<file path="config.mk">
export PLATFORM = sky130hd
export DESIGN_NAME = ice_bus
export DESIGN_NICKNAME = d
export VERILOG_FILES = /design/src/logic/ice_pkg.sv /design/src/logic/frame_decoder.sv /design/src/logic/settings_regs.sv /design/src/logic/echo_port.sv /design/src/logic/reply_arbiter.sv /design/src/logic/ice_bus.sv
export SDC_FILE = /design/constraint.sdc
export NUM_CORES = 1
export LEC_CHECK = 0
export BUFFER_PORTS_ARGS = -buffer_cell sky130_fd_sc_hd__clkbuf_2
export CAP_MARGIN = 5
export CORE_ASPECT_RATIO = 0.9
export CORE_MARGIN = 4
export CORE_UTILIZATION = 60
export CTS_CLUSTER_SIZE = 30
export DETAILED_ROUTE_END_ITERATION = 6
export PLACE_DENSITY = 0.78
export SYNTH_ARGS = -nofsm -noshare
export SYNTH_HDL_FRONTEND = slang
export SYNTH_SLANG_ARGS = --single-unit
</file>
<file path="constraint.sdc">
create_clock -name clk -period 6.25 [get_ports clk]
set_input_delay 0.625 -clock clk [delete_from_list [all_inputs] [get_ports clk]]
set_output_delay 0.625 -clock clk [all_outputs]
set_load 0.05 [all_outputs]
</file>
<file path="src/logic/ice_pkg.sv">
package ice_pkg;
	//Bus widths
	localparam int BYTE_W = 8;
	localparam int NUM_SLAVES = 2;
	localparam int NUM_PWR_SW = 3;

	//Frame addresses of the slaves
	//Index 0 is the settings block and index 1 the echo port
	localparam logic [BYTE_W-1:0] ADDR_SETTINGS = 8'h01;
	localparam logic [BYTE_W-1:0] ADDR_ECHO = 8'h02;

	//Reply status bytes
	localparam logic [BYTE_W-1:0] STATUS_ACK = 8'h00;
	localparam logic [BYTE_W-1:0] STATUS_NAK = 8'h01;

	//Settings opcodes
	//Read is opcode and index, write adds a value
	localparam logic [BYTE_W-1:0] OP_READ = 8'h00;
	localparam logic [BYTE_W-1:0] OP_WRITE = 8'h01;

	//Settings register indices
	localparam logic [BYTE_W-1:0] REG_GPIO_LEVEL = 8'd0;
	localparam logic [BYTE_W-1:0] REG_POWER_SW = 8'd1;
	localparam logic [BYTE_W-1:0] REG_SCRATCH = 8'd2;
	//Read only, frames seen on the master bus
	localparam logic [BYTE_W-1:0] REG_FRAME_COUNT = 8'd3;

	//Echo buffer geometry
	localparam int ECHO_DEPTH = 8;
	localparam int ECHO_PTR_W = $clog2(ECHO_DEPTH);
	localparam int ECHO_CNT_W = ECHO_PTR_W + 1;
	//Fill level at which the next byte overflows
	localparam logic [ECHO_CNT_W-1:0] ECHO_FULL = ECHO_CNT_W'(ECHO_DEPTH);
endpackage

</file>
<file path="src/logic/frame_decoder.sv">
module frame_decoder (
	input clk,
	input rst,

	//Character stream from the host
	input [ice_pkg::BYTE_W-1:0] rx_char,
	input rx_char_valid,

	//Master bus
	output logic [ice_pkg::BYTE_W-1:0] ma_addr,
	output logic [ice_pkg::BYTE_W-1:0] ma_data,
	output logic ma_data_valid,
	output logic ma_frame_valid,
	output logic ma_frame_end,
	output logic generate_nak
);

	typedef enum logic [1:0] {
		ST_ADDR,
		ST_LEN,
		ST_PAYLOAD
	} state_t;

	state_t state;
	logic [ice_pkg::BYTE_W-1:0] remaining;
	logic addr_known;

	//Address belongs to one of the slaves
	assign addr_known = (ma_addr == ice_pkg::ADDR_SETTINGS) ||
		(ma_addr == ice_pkg::ADDR_ECHO);

	always_ff @(posedge clk) begin
		if (rst) begin
			state <= ST_ADDR;
			remaining <= '0;
			ma_data_valid <= 1'b0;
			ma_frame_valid <= 1'b0;
			ma_frame_end <= 1'b0;
			generate_nak <= 1'b0;
		end else begin
			//Strobes last a single cycle
			ma_data_valid <= 1'b0;
			ma_frame_end <= 1'b0;
			generate_nak <= 1'b0;
			//Frame valid falls right after the end pulse
			if (ma_frame_end)
				ma_frame_valid <= 1'b0;

			if (rx_char_valid) begin
				case (state)
					ST_ADDR: begin
						ma_addr <= rx_char;
						state <= ST_LEN;
					end
					ST_LEN: begin
						ma_frame_valid <= 1'b1;
						remaining <= rx_char;
						//Empty frame opens and closes in one cycle
						if (rx_char == '0) begin
							ma_frame_end <= 1'b1;
							generate_nak <= !addr_known;
							state <= ST_ADDR;
						end else begin
							state <= ST_PAYLOAD;
						end
					end
					default: begin
						ma_data <= rx_char;
						ma_data_valid <= 1'b1;
						remaining <= remaining - 1'b1;
						//Last payload byte closes the frame
						if (remaining == 8'd1) begin
							ma_frame_end <= 1'b1;
							generate_nak <= !addr_known;
							state <= ST_ADDR;
						end
					end
				endcase
			end
		end
	end

endmodule

</file>
<file path="src/logic/settings_regs.sv">
module settings_regs (
	input clk,
	input rst,

	//Master bus
	input [ice_pkg::BYTE_W-1:0] ma_addr,
	input [ice_pkg::BYTE_W-1:0] ma_data,
	input ma_data_valid,
	input ma_frame_valid,
	input ma_frame_end,

	//Return bus
	output logic sl_arb_request,
	input sl_arb_grant,
	input sl_latch,
	output logic [ice_pkg::BYTE_W-1:0] sl_len,
	output logic [ice_pkg::BYTE_W-1:0] sl_data,

	//Board settings
	output logic [ice_pkg::BYTE_W-1:0] gpio_level,
	output logic [ice_pkg::NUM_PWR_SW-1:0] power_sw
);

	logic [ice_pkg::BYTE_W-1:0] pay [3];
	logic [2:0] cnt;
	logic [2:0] len_now;
	logic [ice_pkg::BYTE_W-1:0] op_b, idx_b, val_b;
	logic [ice_pkg::BYTE_W-1:0] scratch;
	logic [ice_pkg::BYTE_W-1:0] frame_count;
	logic take;
	logic rsp_ok, wr_en;
	logic [ice_pkg::BYTE_W-1:0] rsp_val;
	logic [ice_pkg::BYTE_W-1:0] reply_status, reply_value;
	logic step;

	//Our frame, and no reply still pending
	assign take = ma_frame_valid && (ma_addr == ice_pkg::ADDR_SETTINGS) && !sl_arb_request;

	//Payload view including the byte on the bus this cycle
	//Count saturates at 4 since any longer frame is bad anyway
	always_comb begin
		op_b = pay[0];
		idx_b = pay[1];
		val_b = pay[2];
		len_now = cnt;
		if (ma_data_valid && cnt < 3'd4) begin
			len_now = cnt + 3'd1;
			case (cnt)
				3'd0: op_b = ma_data;
				3'd1: idx_b = ma_data;
				3'd2: val_b = ma_data;
				default: ;
			endcase
		end
	end

	//Command decode
	always_comb begin
		rsp_ok = 1'b0;
		wr_en = 1'b0;
		rsp_val = '0;
		if (op_b == ice_pkg::OP_READ && len_now == 3'd2) begin
			rsp_ok = 1'b1;
			case (idx_b)
				ice_pkg::REG_GPIO_LEVEL: rsp_val = gpio_level;
				ice_pkg::REG_POWER_SW:
					rsp_val = {{(ice_pkg::BYTE_W-ice_pkg::NUM_PWR_SW){1'b0}}, power_sw};
				ice_pkg::REG_SCRATCH: rsp_val = scratch;
				//Count includes the frame being read
				ice_pkg::REG_FRAME_COUNT: rsp_val = frame_count + 1'b1;
				default: rsp_ok = 1'b0;
			endcase
		end else if (op_b == ice_pkg::OP_WRITE && len_now == 3'd3 &&
				idx_b < ice_pkg::REG_FRAME_COUNT) begin
			rsp_ok = 1'b1;
			wr_en = 1'b1;
			rsp_val = val_b;
		end
	end

	always_ff @(posedge clk) begin
		if (rst) begin
			cnt <= '0;
			step <= 1'b0;
			sl_arb_request <= 1'b0;
			gpio_level <= '0;
			power_sw <= '0;
			scratch <= '0;
			frame_count <= '0;
		end else begin
			//Every frame on the bus is counted
			if (ma_frame_end) begin
				frame_count <= frame_count + 1'b1;
				cnt <= '0;
			end else if (take && ma_data_valid && cnt < 3'd4) begin
				cnt <= cnt + 3'd1;
			end

			if (take && ma_frame_end) begin
				sl_arb_request <= 1'b1;
				step <= 1'b0;
				if (wr_en) begin
					case (idx_b)
						ice_pkg::REG_GPIO_LEVEL: gpio_level <= val_b;
						ice_pkg::REG_POWER_SW: power_sw <= val_b[ice_pkg::NUM_PWR_SW-1:0];
						default: scratch <= val_b;
					endcase
				end
			end else if (sl_arb_grant && sl_latch) begin
				//Status goes first, then value ends the reply
				if (step)
					sl_arb_request <= 1'b0;
				else
					step <= 1'b1;
			end
		end
	end

	//Captured bytes and reply contents
	always_ff @(posedge clk) begin
		if (take && ma_data_valid && cnt < 3'd3)
			pay[cnt[1:0]] <= ma_data;
		if (take && ma_frame_end) begin
			reply_status <= rsp_ok ? ice_pkg::STATUS_ACK : ice_pkg::STATUS_NAK;
			reply_value <= rsp_val;
		end
	end

	assign sl_len = 8'd2;
	assign sl_data = step ? reply_value : reply_status;

endmodule

</file>
<file path="src/logic/echo_port.sv">
module echo_port (
	input clk,
	input rst,

	//Master bus
	input [ice_pkg::BYTE_W-1:0] ma_addr,
	input [ice_pkg::BYTE_W-1:0] ma_data,
	input ma_data_valid,
	input ma_frame_valid,
	input ma_frame_end,

	//Return bus
	output logic sl_arb_request,
	input sl_arb_grant,
	input sl_latch,
	output logic [ice_pkg::BYTE_W-1:0] sl_len,
	output logic [ice_pkg::BYTE_W-1:0] sl_data
);

	logic [ice_pkg::BYTE_W-1:0] mem [ice_pkg::ECHO_DEPTH];
	logic [ice_pkg::ECHO_CNT_W-1:0] wr_cnt, rd_ptr, reply_len, count_now;
	logic overflow, overflow_now, nak;
	logic take, full;

	assign take = ma_frame_valid && (ma_addr == ice_pkg::ADDR_ECHO) && !sl_arb_request;
	assign full = (wr_cnt == ice_pkg::ECHO_FULL);

	//Frame totals including the byte arriving with the end pulse
	assign count_now = (ma_data_valid && !full) ? wr_cnt + 1'b1 : wr_cnt;
	assign overflow_now = overflow || (ma_data_valid && full);

	always_ff @(posedge clk) begin
		if (rst) begin
			wr_cnt <= '0;
			rd_ptr <= '0;
			overflow <= 1'b0;
			nak <= 1'b0;
			sl_arb_request <= 1'b0;
		end else if (take && ma_frame_end) begin
			sl_arb_request <= 1'b1;
			rd_ptr <= '0;
			nak <= overflow_now;
			reply_len <= count_now;
			//Buffer is free for the next frame once the reply is gone
			wr_cnt <= '0;
			overflow <= 1'b0;
		end else begin
			//Sticky until frame end
			if (take && ma_data_valid) begin
				if (full)
					overflow <= 1'b1;
				else
					wr_cnt <= wr_cnt + 1'b1;
			end
			//One latch per byte, or a single one for an empty reply
			if (sl_arb_grant && sl_latch) begin
				if (nak || rd_ptr + 1'b1 >= reply_len)
					sl_arb_request <= 1'b0;
				else
					rd_ptr <= rd_ptr + 1'b1;
			end
		end
	end

	always_ff @(posedge clk) begin
		if (take && ma_data_valid && !full)
			mem[wr_cnt[ice_pkg::ECHO_PTR_W-1:0]] <= ma_data;
	end

	//Overflow replies a lone NAK status
	assign sl_len = nak ? 8'd1 :
		{{(ice_pkg::BYTE_W-ice_pkg::ECHO_CNT_W){1'b0}}, reply_len};
	assign sl_data = nak ? ice_pkg::STATUS_NAK : mem[rd_ptr[ice_pkg::ECHO_PTR_W-1:0]];

endmodule

</file>
<file path="src/logic/reply_arbiter.sv">
module reply_arbiter (
	input clk,
	input rst,

	//Return bus
	input [ice_pkg::NUM_SLAVES-1:0] sl_arb_request,
	output logic [ice_pkg::NUM_SLAVES-1:0] sl_arb_grant,
	output logic sl_latch,
	input [ice_pkg::BYTE_W-1:0] sl_len_0,
	input [ice_pkg::BYTE_W-1:0] sl_data_0,
	input [ice_pkg::BYTE_W-1:0] sl_len_1,
	input [ice_pkg::BYTE_W-1:0] sl_data_1,

	//Immediate NAK from the decoder
	input generate_nak,
	input [ice_pkg::BYTE_W-1:0] ma_addr,

	//Character output to the host
	output logic [ice_pkg::BYTE_W-1:0] tx_char,
	output logic tx_req,
	input tx_ack
);

	typedef enum logic [1:0] {
		SEQ_IDLE,
		SEQ_ADDR,
		SEQ_LEN,
		SEQ_DATA
	} seq_t;

	typedef enum logic [1:0] {
		HS_FREE,
		HS_REQ,
		HS_DROP
	} hs_t;

	seq_t seq;
	hs_t hs;
	logic sel;
	logic nak_mode, nak_pending;
	logic [ice_pkg::BYTE_W-1:0] nak_addr, raddr, rlen, sent;
	logic [ice_pkg::BYTE_W-1:0] next_byte;
	logic emit;

	//Sequencer may put a byte out only when the link is quiet
	assign emit = (hs == HS_FREE) && (seq != SEQ_IDLE);

	always_comb begin
		case (seq)
			SEQ_ADDR: next_byte = raddr;
			SEQ_LEN: next_byte = rlen;
			default: begin
				if (nak_mode)
					next_byte = ice_pkg::STATUS_NAK;
				else
					next_byte = sel ? sl_data_1 : sl_data_0;
			end
		endcase
	end

	always_ff @(posedge clk) begin
		if (rst) begin
			seq <= SEQ_IDLE;
			hs <= HS_FREE;
			tx_req <= 1'b0;
			sl_arb_grant <= '0;
			sl_latch <= 1'b0;
			sel <= 1'b0;
			nak_mode <= 1'b0;
			nak_pending <= 1'b0;
		end else begin
			sl_latch <= 1'b0;
			//Grant follows the request down
			sl_arb_grant <= sl_arb_grant & sl_arb_request;

			//Four-phase host handshake
			case (hs)
				HS_REQ: begin
					if (tx_ack) begin
						tx_req <= 1'b0;
						hs <= HS_DROP;
					end
				end
				HS_DROP: begin
					if (!tx_ack)
						hs <= HS_FREE;
				end
				default: ;
			endcase

			if (emit) begin
				tx_char <= next_byte;
				tx_req <= 1'b1;
				hs <= HS_REQ;
			end

			if (hs == HS_FREE) begin
				case (seq)
					SEQ_IDLE: begin
						//Pending NAK beats any slave
						if (nak_pending) begin
							nak_pending <= 1'b0;
							nak_mode <= 1'b1;
							raddr <= nak_addr;
							rlen <= 8'd1;
							seq <= SEQ_ADDR;
						end else if (sl_arb_grant == '0 && |sl_arb_request) begin
							nak_mode <= 1'b0;
							seq <= SEQ_ADDR;
							//Lowest index wins
							if (sl_arb_request[0]) begin
								sl_arb_grant <= 2'b01;
								sel <= 1'b0;
								raddr <= ice_pkg::ADDR_SETTINGS;
								rlen <= sl_len_0;
							end else begin
								sl_arb_grant <= 2'b10;
								sel <= 1'b1;
								raddr <= ice_pkg::ADDR_ECHO;
								rlen <= sl_len_1;
							end
						end
					end
					SEQ_ADDR: seq <= SEQ_LEN;
					SEQ_LEN: begin
						sent <= '0;
						//Empty reply still needs one latch to release the slave
						if (rlen == '0) begin
							sl_latch <= 1'b1;
							seq <= SEQ_IDLE;
						end else begin
							seq <= SEQ_DATA;
						end
					end
					default: begin
						sl_latch <= !nak_mode;
						sent <= sent + 1'b1;
						if (sent + 1'b1 == rlen)
							seq <= SEQ_IDLE;
					end
				endcase
			end

			//Decoder NAK waits in a one-entry slot
			if (generate_nak) begin
				nak_pending <= 1'b1;
				nak_addr <= ma_addr;
			end
		end
	end

endmodule

</file>
<file path="src/logic/ice_bus.sv">
module ice_bus (
	input clk,
	input rst,

	//Host character link
	input [ice_pkg::BYTE_W-1:0] rx_char,
	input rx_char_valid,
	output [ice_pkg::BYTE_W-1:0] tx_char,
	output tx_req,
	input tx_ack,

	//Board pads
	output [ice_pkg::BYTE_W-1:0] gpio_level,
	output [ice_pkg::NUM_PWR_SW-1:0] power_sw
);

	//Master bus
	wire [ice_pkg::BYTE_W-1:0] ma_addr, ma_data;
	wire ma_data_valid, ma_frame_valid, ma_frame_end;
	wire generate_nak;

	//Return bus
	wire [ice_pkg::NUM_SLAVES-1:0] sl_arb_request, sl_arb_grant;
	wire sl_latch;
	wire [ice_pkg::BYTE_W-1:0] sl_len_0, sl_data_0;
	wire [ice_pkg::BYTE_W-1:0] sl_len_1, sl_data_1;

	//Host characters into frames
	frame_decoder fd0(
		.clk(clk),
		.rst(rst),
		.rx_char(rx_char),
		.rx_char_valid(rx_char_valid),
		.ma_addr(ma_addr),
		.ma_data(ma_data),
		.ma_data_valid(ma_data_valid),
		.ma_frame_valid(ma_frame_valid),
		.ma_frame_end(ma_frame_end),
		.generate_nak(generate_nak)
	);

	//Slave 0
	settings_regs sr0(
		.clk(clk),
		.rst(rst),
		.ma_addr(ma_addr),
		.ma_data(ma_data),
		.ma_data_valid(ma_data_valid),
		.ma_frame_valid(ma_frame_valid),
		.ma_frame_end(ma_frame_end),
		.sl_arb_request(sl_arb_request[0]),
		.sl_arb_grant(sl_arb_grant[0]),
		.sl_latch(sl_latch),
		.sl_len(sl_len_0),
		.sl_data(sl_data_0),
		.gpio_level(gpio_level),
		.power_sw(power_sw)
	);

	//Slave 1, loop-back
	echo_port ep0(
		.clk(clk),
		.rst(rst),
		.ma_addr(ma_addr),
		.ma_data(ma_data),
		.ma_data_valid(ma_data_valid),
		.ma_frame_valid(ma_frame_valid),
		.ma_frame_end(ma_frame_end),
		.sl_arb_request(sl_arb_request[1]),
		.sl_arb_grant(sl_arb_grant[1]),
		.sl_latch(sl_latch),
		.sl_len(sl_len_1),
		.sl_data(sl_data_1)
	);

	//Replies back out to the host
	reply_arbiter ra0(
		.clk(clk),
		.rst(rst),
		.sl_arb_request(sl_arb_request),
		.sl_arb_grant(sl_arb_grant),
		.sl_latch(sl_latch),
		.sl_len_0(sl_len_0),
		.sl_data_0(sl_data_0),
		.sl_len_1(sl_len_1),
		.sl_data_1(sl_data_1),
		.generate_nak(generate_nak),
		.ma_addr(ma_addr),
		.tx_char(tx_char),
		.tx_req(tx_req),
		.tx_ack(tx_ack)
	);

endmodule

</file>
==> out/results.tsv, run 1 <==
metric	value	unit
post-place setup slack	3200	ps
Lkg Pwr	3.75	nW
TNS Setup	0	ps
final worst slack	3210	ps
GR Util met2	37.5	%
CTS max path bufs	3	
htree depth	1	
initial core utilization	61.1	%
die area	18500	sq um
crit path DAT	3160	ps
worst path cell trace	or4_4 -> nor3_1 -> and2b_1 -> nand2_1 -> nor3_1	
core area	16100	sq um
post-layout util	67.6	%
commonest cells after routing, fill and taps aside	153 x edfxtp_1, 87 x nor2_1, 71 x dfxtp_1	
Worst-path clk slew	60	ps
DR vias/cell	6.12	
vias in the first global route	6268	
critical path's top delay family	simple AND/OR/NAND/NOR gates	
Routed WL	20500	microns
gr busiest metal	met2	
hold crit path type	in -> reg	
largest net degree at the start of global routing	55	
Setup violations, final	0	
Buf/Inv on CP	0	
Yosys cell types	63	
fraction of layout cells with a size suffix above 1	13.4	%
synth top area cells	edfxtp_1 47%, dfxtp_1 14%, mux2i_1 4.0%, mux4_2 3.7%, nor2_1 3.3%	
Peak VDD IR	0.243	mV
clk_skew	7.87	ps
DR DRC count	0	
Slew Viols, Final	0	
Slew @ Worst Pin	1100	ps
Worst Setup Start Kind	flop	
Detailed Place HPWL	14100	microns
Total Power	3.30	mW
remaining global-route overflow	0	
Root Buffer	clkbuf_16	
Post-synth EDFFs	153	
min Tclk post-route	3040	ps
Setup Buffers After CTS	0	
GRT Total Usage	22.3	%
sequential share of the synthesized area	61.1	%
initial antenna violation count	0	
Clk Latency, worst-skew pair	500	ps
Mapped Area	9850	sq um
Die X	143	microns
crit share post-route	48.7	%
Final Hold Viols	0	
Fmax	329	MHz
Crit-path slowest cell	nor3_1	
simple-gate portion of the synthesized area	13.4	%
dominant cell type by area after synthesis	edfxtp_1	
I/O pin cnt	32	
CTS tree	built	
pwr/cell area	302	nW/um^2
Compound-Gate Fraction of Synth Area	8.27	%
Critical Path End Type	flop	
Post-CTS Resized	0	
First DRT Iteration DRCs	523	
largest family of logic cells by synthesized area	simple AND/OR/NAND/NOR gates	
met1 usage	30.7	%
M3 GR Usage	3.14	%
first-pass GRT wire length	32400	microns
mux cell area share after synthesis	9.13	%
Max-Cap Viols	0	
CP Max Fanout	8	
via count	6380	
status	complete, no violations	
Hold WS	380	ps
1st-pass router iterations	6	
Mapped Cells	793	
drt wl/cell	19.6	microns
Yosys top cell area share	46.7	%
critical path required time	6360	ps
synthesized net count	827	
Sink Count	224	
worst relative slew slack	26.0	%
Async SR Flop Fraction	0	%
RSZ-0062 raised after global routing	no	
critical path class	reg -> reg	
Post-synth top flop	edfxtp_1	
filler instances	1102	
Synth-to-Final Area Change	10.7	%
most common cell after layout, fill and taps aside	edfxtp_1	
# diodes	0	
die height	130	microns
# nets final	854	
Top cell by count, worst path	nor3_1	
GPL Wtd Cong	0.898	
Synth Area in Adders	2.80	%
Synth Area in XOR/XNOR	2.93	%
max incr delay on CP	820	ps
Antenna Nets Post-Route	0	
synth warn	0	
cts hold-fix bufs	0	
CTS Buf Count	23	
Syn Area/Cell	12.4	sq um
FF+latch count, synth	224	
I/O Buffers	31	
row cnt	44	
kinds of logic after synthesis:
kind of cell | Yosys count
AO/OA/AOI/OAI | 127
flip-flops | 224
buffers and inverters | 63
AND/OR/NAND/NOR | 256
XOR/XNOR | 33
multiplexers | 68
adder cells (fa/ha/maj) | 22
layout make-up:
type                    count  area (sq um)  share of cell area (%)
multi-input cells         506          3590                    33.0
repair buffers             34           178                    1.63
flip-flops and latches    224          6020                    55.2
inverters                  31           116                    1.07
well taps                 207           259                    2.38
clock buffers              34           657                    6.02
clock inverters             7          85.1                   0.780
where the power goes:
group          switching (mW)  internal [mW]  leakage (nW)  total (mW)
clock                   0.526          0.807         0.360        1.33
combinational           0.209          0.102          1.41       0.310
sequential             0.0319           1.62          1.98        1.65
Yosys cell counts, drive strengths merged, types with 12 or more instances:
cell    count
a21oi      37
and2       14
clkbuf     29
dfxtp      71
edfxtp    153
ha         22
inv        31
mux2       12
mux2i      40
mux4       16
nand2      52
nand3      16
nor2       87
nor3       24
o21ai      30
o22ai      14
xnor2      17
xor2       16
state kept, by name, summed over array words and instances (netlist names), 3 cells and up, named ones only:
signal	count
ep0.mem	64
sr0.pay	24
fd0.ma_addr	8
fd0.ma_data	8
fd0.remaining	8
ra0.nak_addr	8
ra0.raddr	8
ra0.sent	8
ra0.tx_char	8
sr0.frame_count	8
sr0.gpio_level	8
sr0.reply_value	8
sr0.scratch	8
ep0.rd_ptr	4
ep0.reply_len	4
ep0.wr_cnt	4
ra0.rlen	4
sr0.cnt	3
sr0.power_sw	3
metal layers:
metal | routed length (microns) | vias up
li1 | - | 2988
met1 | 8730 | 3122
met2 | 9890 | 219
met3 | 1280 | 51
met4 | 550 | 0
met5 | 0 | -
metrics by stage:
step / cells / area (sq um)
3_3_place_gp: 1002 / 10200
4_1_cts: 1043 / 10900
6_report: 1043 / 10900
5_1_grt: 1043 / 10900
3_5_place_dp: 1002 / 10200
2_1_floorplan: 793 / 9850
final timing paths:
path / startpoint / endpoint / slack, ps / depth (start not counted)
worst min register to register: fd0.ma_addr[4]$_DFFE_PP_ / ra0.nak_addr[4]$_DFFE_PP_ / 460 / 0
worst min-delay path: rx_char[2] / fd0.ma_data[2]$_DFFE_PP_ / 380 / 1
worst max-delay path: fd0.ma_addr[5]$_DFFE_PP_ / ep0.mem[4][1]$_DFFE_PP_ / 3210 / 5
worst max register to register: fd0.ma_addr[5]$_DFFE_PP_ / ep0.mem[4][1]$_DFFE_PP_ / 3210 / 5
worst reg2reg max path: cells and delay by family (launching register included):
family           cells  cell delay (ps)
AND/OR/NAND/NOR      5             2260
flip-flops           1              390
Power figures use the tool's default switching activity.
==> run 2: changes to the inputs <==
==> constraint.sdc (replaced) <==
create_clock -name clk -period 3.1 [get_ports clk]
set_input_delay 0.31 -clock clk [delete_from_list [all_inputs] [get_ports clk]]
set_output_delay 0.31 -clock clk [all_outputs]
set_load 0.05 [all_outputs]
==> out/results.tsv, run 2 (synthesis results as in run 1) <==
metric	value	unit	change
status	complete, no violations		
Routed WL	21300	microns	+4.3%
via count	6579		+3.1%
max incr delay on CP	630	ps	-190 ps
Fmax	363	MHz	+11%
GRT Total Usage	22.9	%	+0.53 points
final worst slack	347	ps	-2860 ps
CTS max path bufs	3		unchanged
Synth-to-Final Area Change	12.0	%	
# diodes	0		unchanged
Sink Count	224		unchanged
worst relative slew slack	39.4	%	+13 points
Detailed Place HPWL	14800	microns	+4.6%
crit share post-route	88.8	%	+40 points
setup slack, reg-to-reg	350	ps	-2860 ps
min Tclk post-route	2750	ps	-290 ps
drt wl/cell	20.1	microns	+2.4%
Multi-input gate area	3590	sq um	unchanged
Final Hold Viols	0		unchanged
max FFs per register	64		unchanged
Hold Path Sink	fd0.ma_addr[2]$_DFFE_PP_		
critical path class	reg -> reg		
Crit-path slowest cell	or4_1		
1st-pass router iterations	5		-1
CTS Buf Count	23		unchanged
htree depth	1		unchanged
Setup violations, final	0		unchanged
TNS Setup	0	ps	unchanged
CP Max Fanout	13		+5
largest net degree at the start of global routing	37		-33%
placed inst area	10300	sq um	+1.4%
post-place setup slack	336	ps	-2860 ps
Root Buffer	clkbuf_16		
CTS tree	built		
initial antenna violation count	0		unchanged
R2R depth	5		unchanged
Slew Viols, Final	0		unchanged
Critical Path End Type	flop		
DR DRC count	0		unchanged
Setup Buffers After CTS	0		unchanged
remaining global-route overflow	0		unchanged
Max-Cap Viols	0		unchanged
Slew @ Worst Pin	907	ps	-195 ps
Clk Latency, worst-skew pair	500	ps	about the same
# nets final	873		+2.2%
pwr/cell area	599	nW/um^2	+98%
I/O pin cnt	32		unchanged
die height	130	microns	unchanged
design area	11000	sq um	+1.2%
clk_skew	8.31	ps	+0.442 ps
Die X	143	microns	unchanged
WHS Path Cells	1		unchanged
initial core utilization	61.1	%	unchanged
die area	18500	sq um	unchanged
Worst Setup Start Kind	flop		
vias in the first global route	6324		+0.89%
First DRT Iteration DRCs	555		+6.1%
Lkg Pwr	3.84	nW	+2.3%
I/O Buffers	31		unchanged
core area	16100	sq um	unchanged
filler instances	1105		+0.27%
fraction of layout cells with a size suffix above 1	15.7	%	+2.3 points
Post-CTS Resized	0		unchanged
cts hold-fix bufs	0		unchanged
commonest cells after routing, fill and taps aside	153 x edfxtp_1, 87 x nor2_1, 71 x dfxtp_1		
crit path DAT	3000	ps	-160 ps
hold_sp	rx_char[2]		
first-pass GRT wire length	33200	microns	+2.3%
worst path cell trace	or4_1 -> nor4_1 -> o221ai_2 -> nand4b_1 -> and2_1		
GPL Wtd Cong	0.936		+4.3%
DR vias/cell	6.19		+1.3%
row cnt	44		unchanged
Worst-path clk slew	60	ps	about the same
FF+latch area	6020	sq um	unchanged
FF-to-FF Start	fd0.ma_data[6]$_DFFE_PP_		
RR Endpoint	sr0.reply_status[0]$_DFFE_PP_		
hold crit path type	in -> reg		
Antenna Nets Post-Route	0		unchanged
most common cell after layout, fill and taps aside	edfxtp_1		
critical path required time	3350	ps	-3010 ps
Peak VDD IR	0.432	mV	+78%
RSZ-0062 raised after global routing	no		
run 2: layer usage:
layer  up-vias  global-route usage [%]  share of wire, %  routed length, microns
met5         -                       0                 0                       0
met4         0                    6.71               2.8                     606
met3        42                    3.69               5.9                    1250
met2       260                    37.8                48                   10300
met1      3243                    31.6                43                    9160
li1       3034                       -                 -                       -
run 2: power breakdown:
group / leakage (nW) / internal [mW] / switching (mW)
sequential: 1.98 / 3.27 / 0.0595
combinational: 1.51 / 0.211 / 0.429
clock: 0.345 / 1.53 / 1.11
run 2: metrics by stage:
stage	total power [mW]	instances	utilization, %	hold WS (ps)
after floorplan	3.85	793	-	409
after global placement	3.98	1021	63.9	426
after detailed placement	4.02	1021	63.9	428
after CTS	6.62	1062	68.4	48.5
after global routing	6.83	1062	68.4	48.2
final	6.61	1062	68.4	57.8
run 2: worst max path at each step:
stage / depth (start not counted) / to / from / slack [ps]
after floorplan: 6 / sr0.gpio_level[0]$_SDFFE_PP0P_ / fd0.ma_addr[5]$_DFFE_PP_ / 520
after global placement: 6 / sr0.gpio_level[6]$_SDFFE_PP0P_ / fd0.ma_data[6]$_DFFE_PP_ / 520
after detailed placement: 6 / sr0.gpio_level[5]$_SDFFE_PP0P_ / fd0.ma_data[6]$_DFFE_PP_ / 340
after CTS: 6 / sr0.gpio_level[5]$_SDFFE_PP0P_ / fd0.ma_data[6]$_DFFE_PP_ / 330
after global routing: 6 / sr0.gpio_level[7]$_SDFFE_PP0P_ / fd0.ma_data[6]$_DFFE_PP_ / 110
final: 5 / sr0.reply_status[0]$_DFFE_PP_ / fd0.ma_data[6]$_DFFE_PP_ / 350
run 2: area by class of cell:
class                      count  share of cell area [%]
tap                          207                    2.35
clock inverter                12                   0.873
clock buffer                  29                    5.71
timing repair buffer          53                    2.90
multi-input combinational    506                    32.6
inverter                      31                    1.05
sequential                   224                    54.5
run 2: critical path: cells and delay by family (launching register included):
kind	cells	cell delay [ps]
AO/OA/AOI/OAI	1	300
flip-flops	1	560
AND/OR/NAND/NOR	4	1640
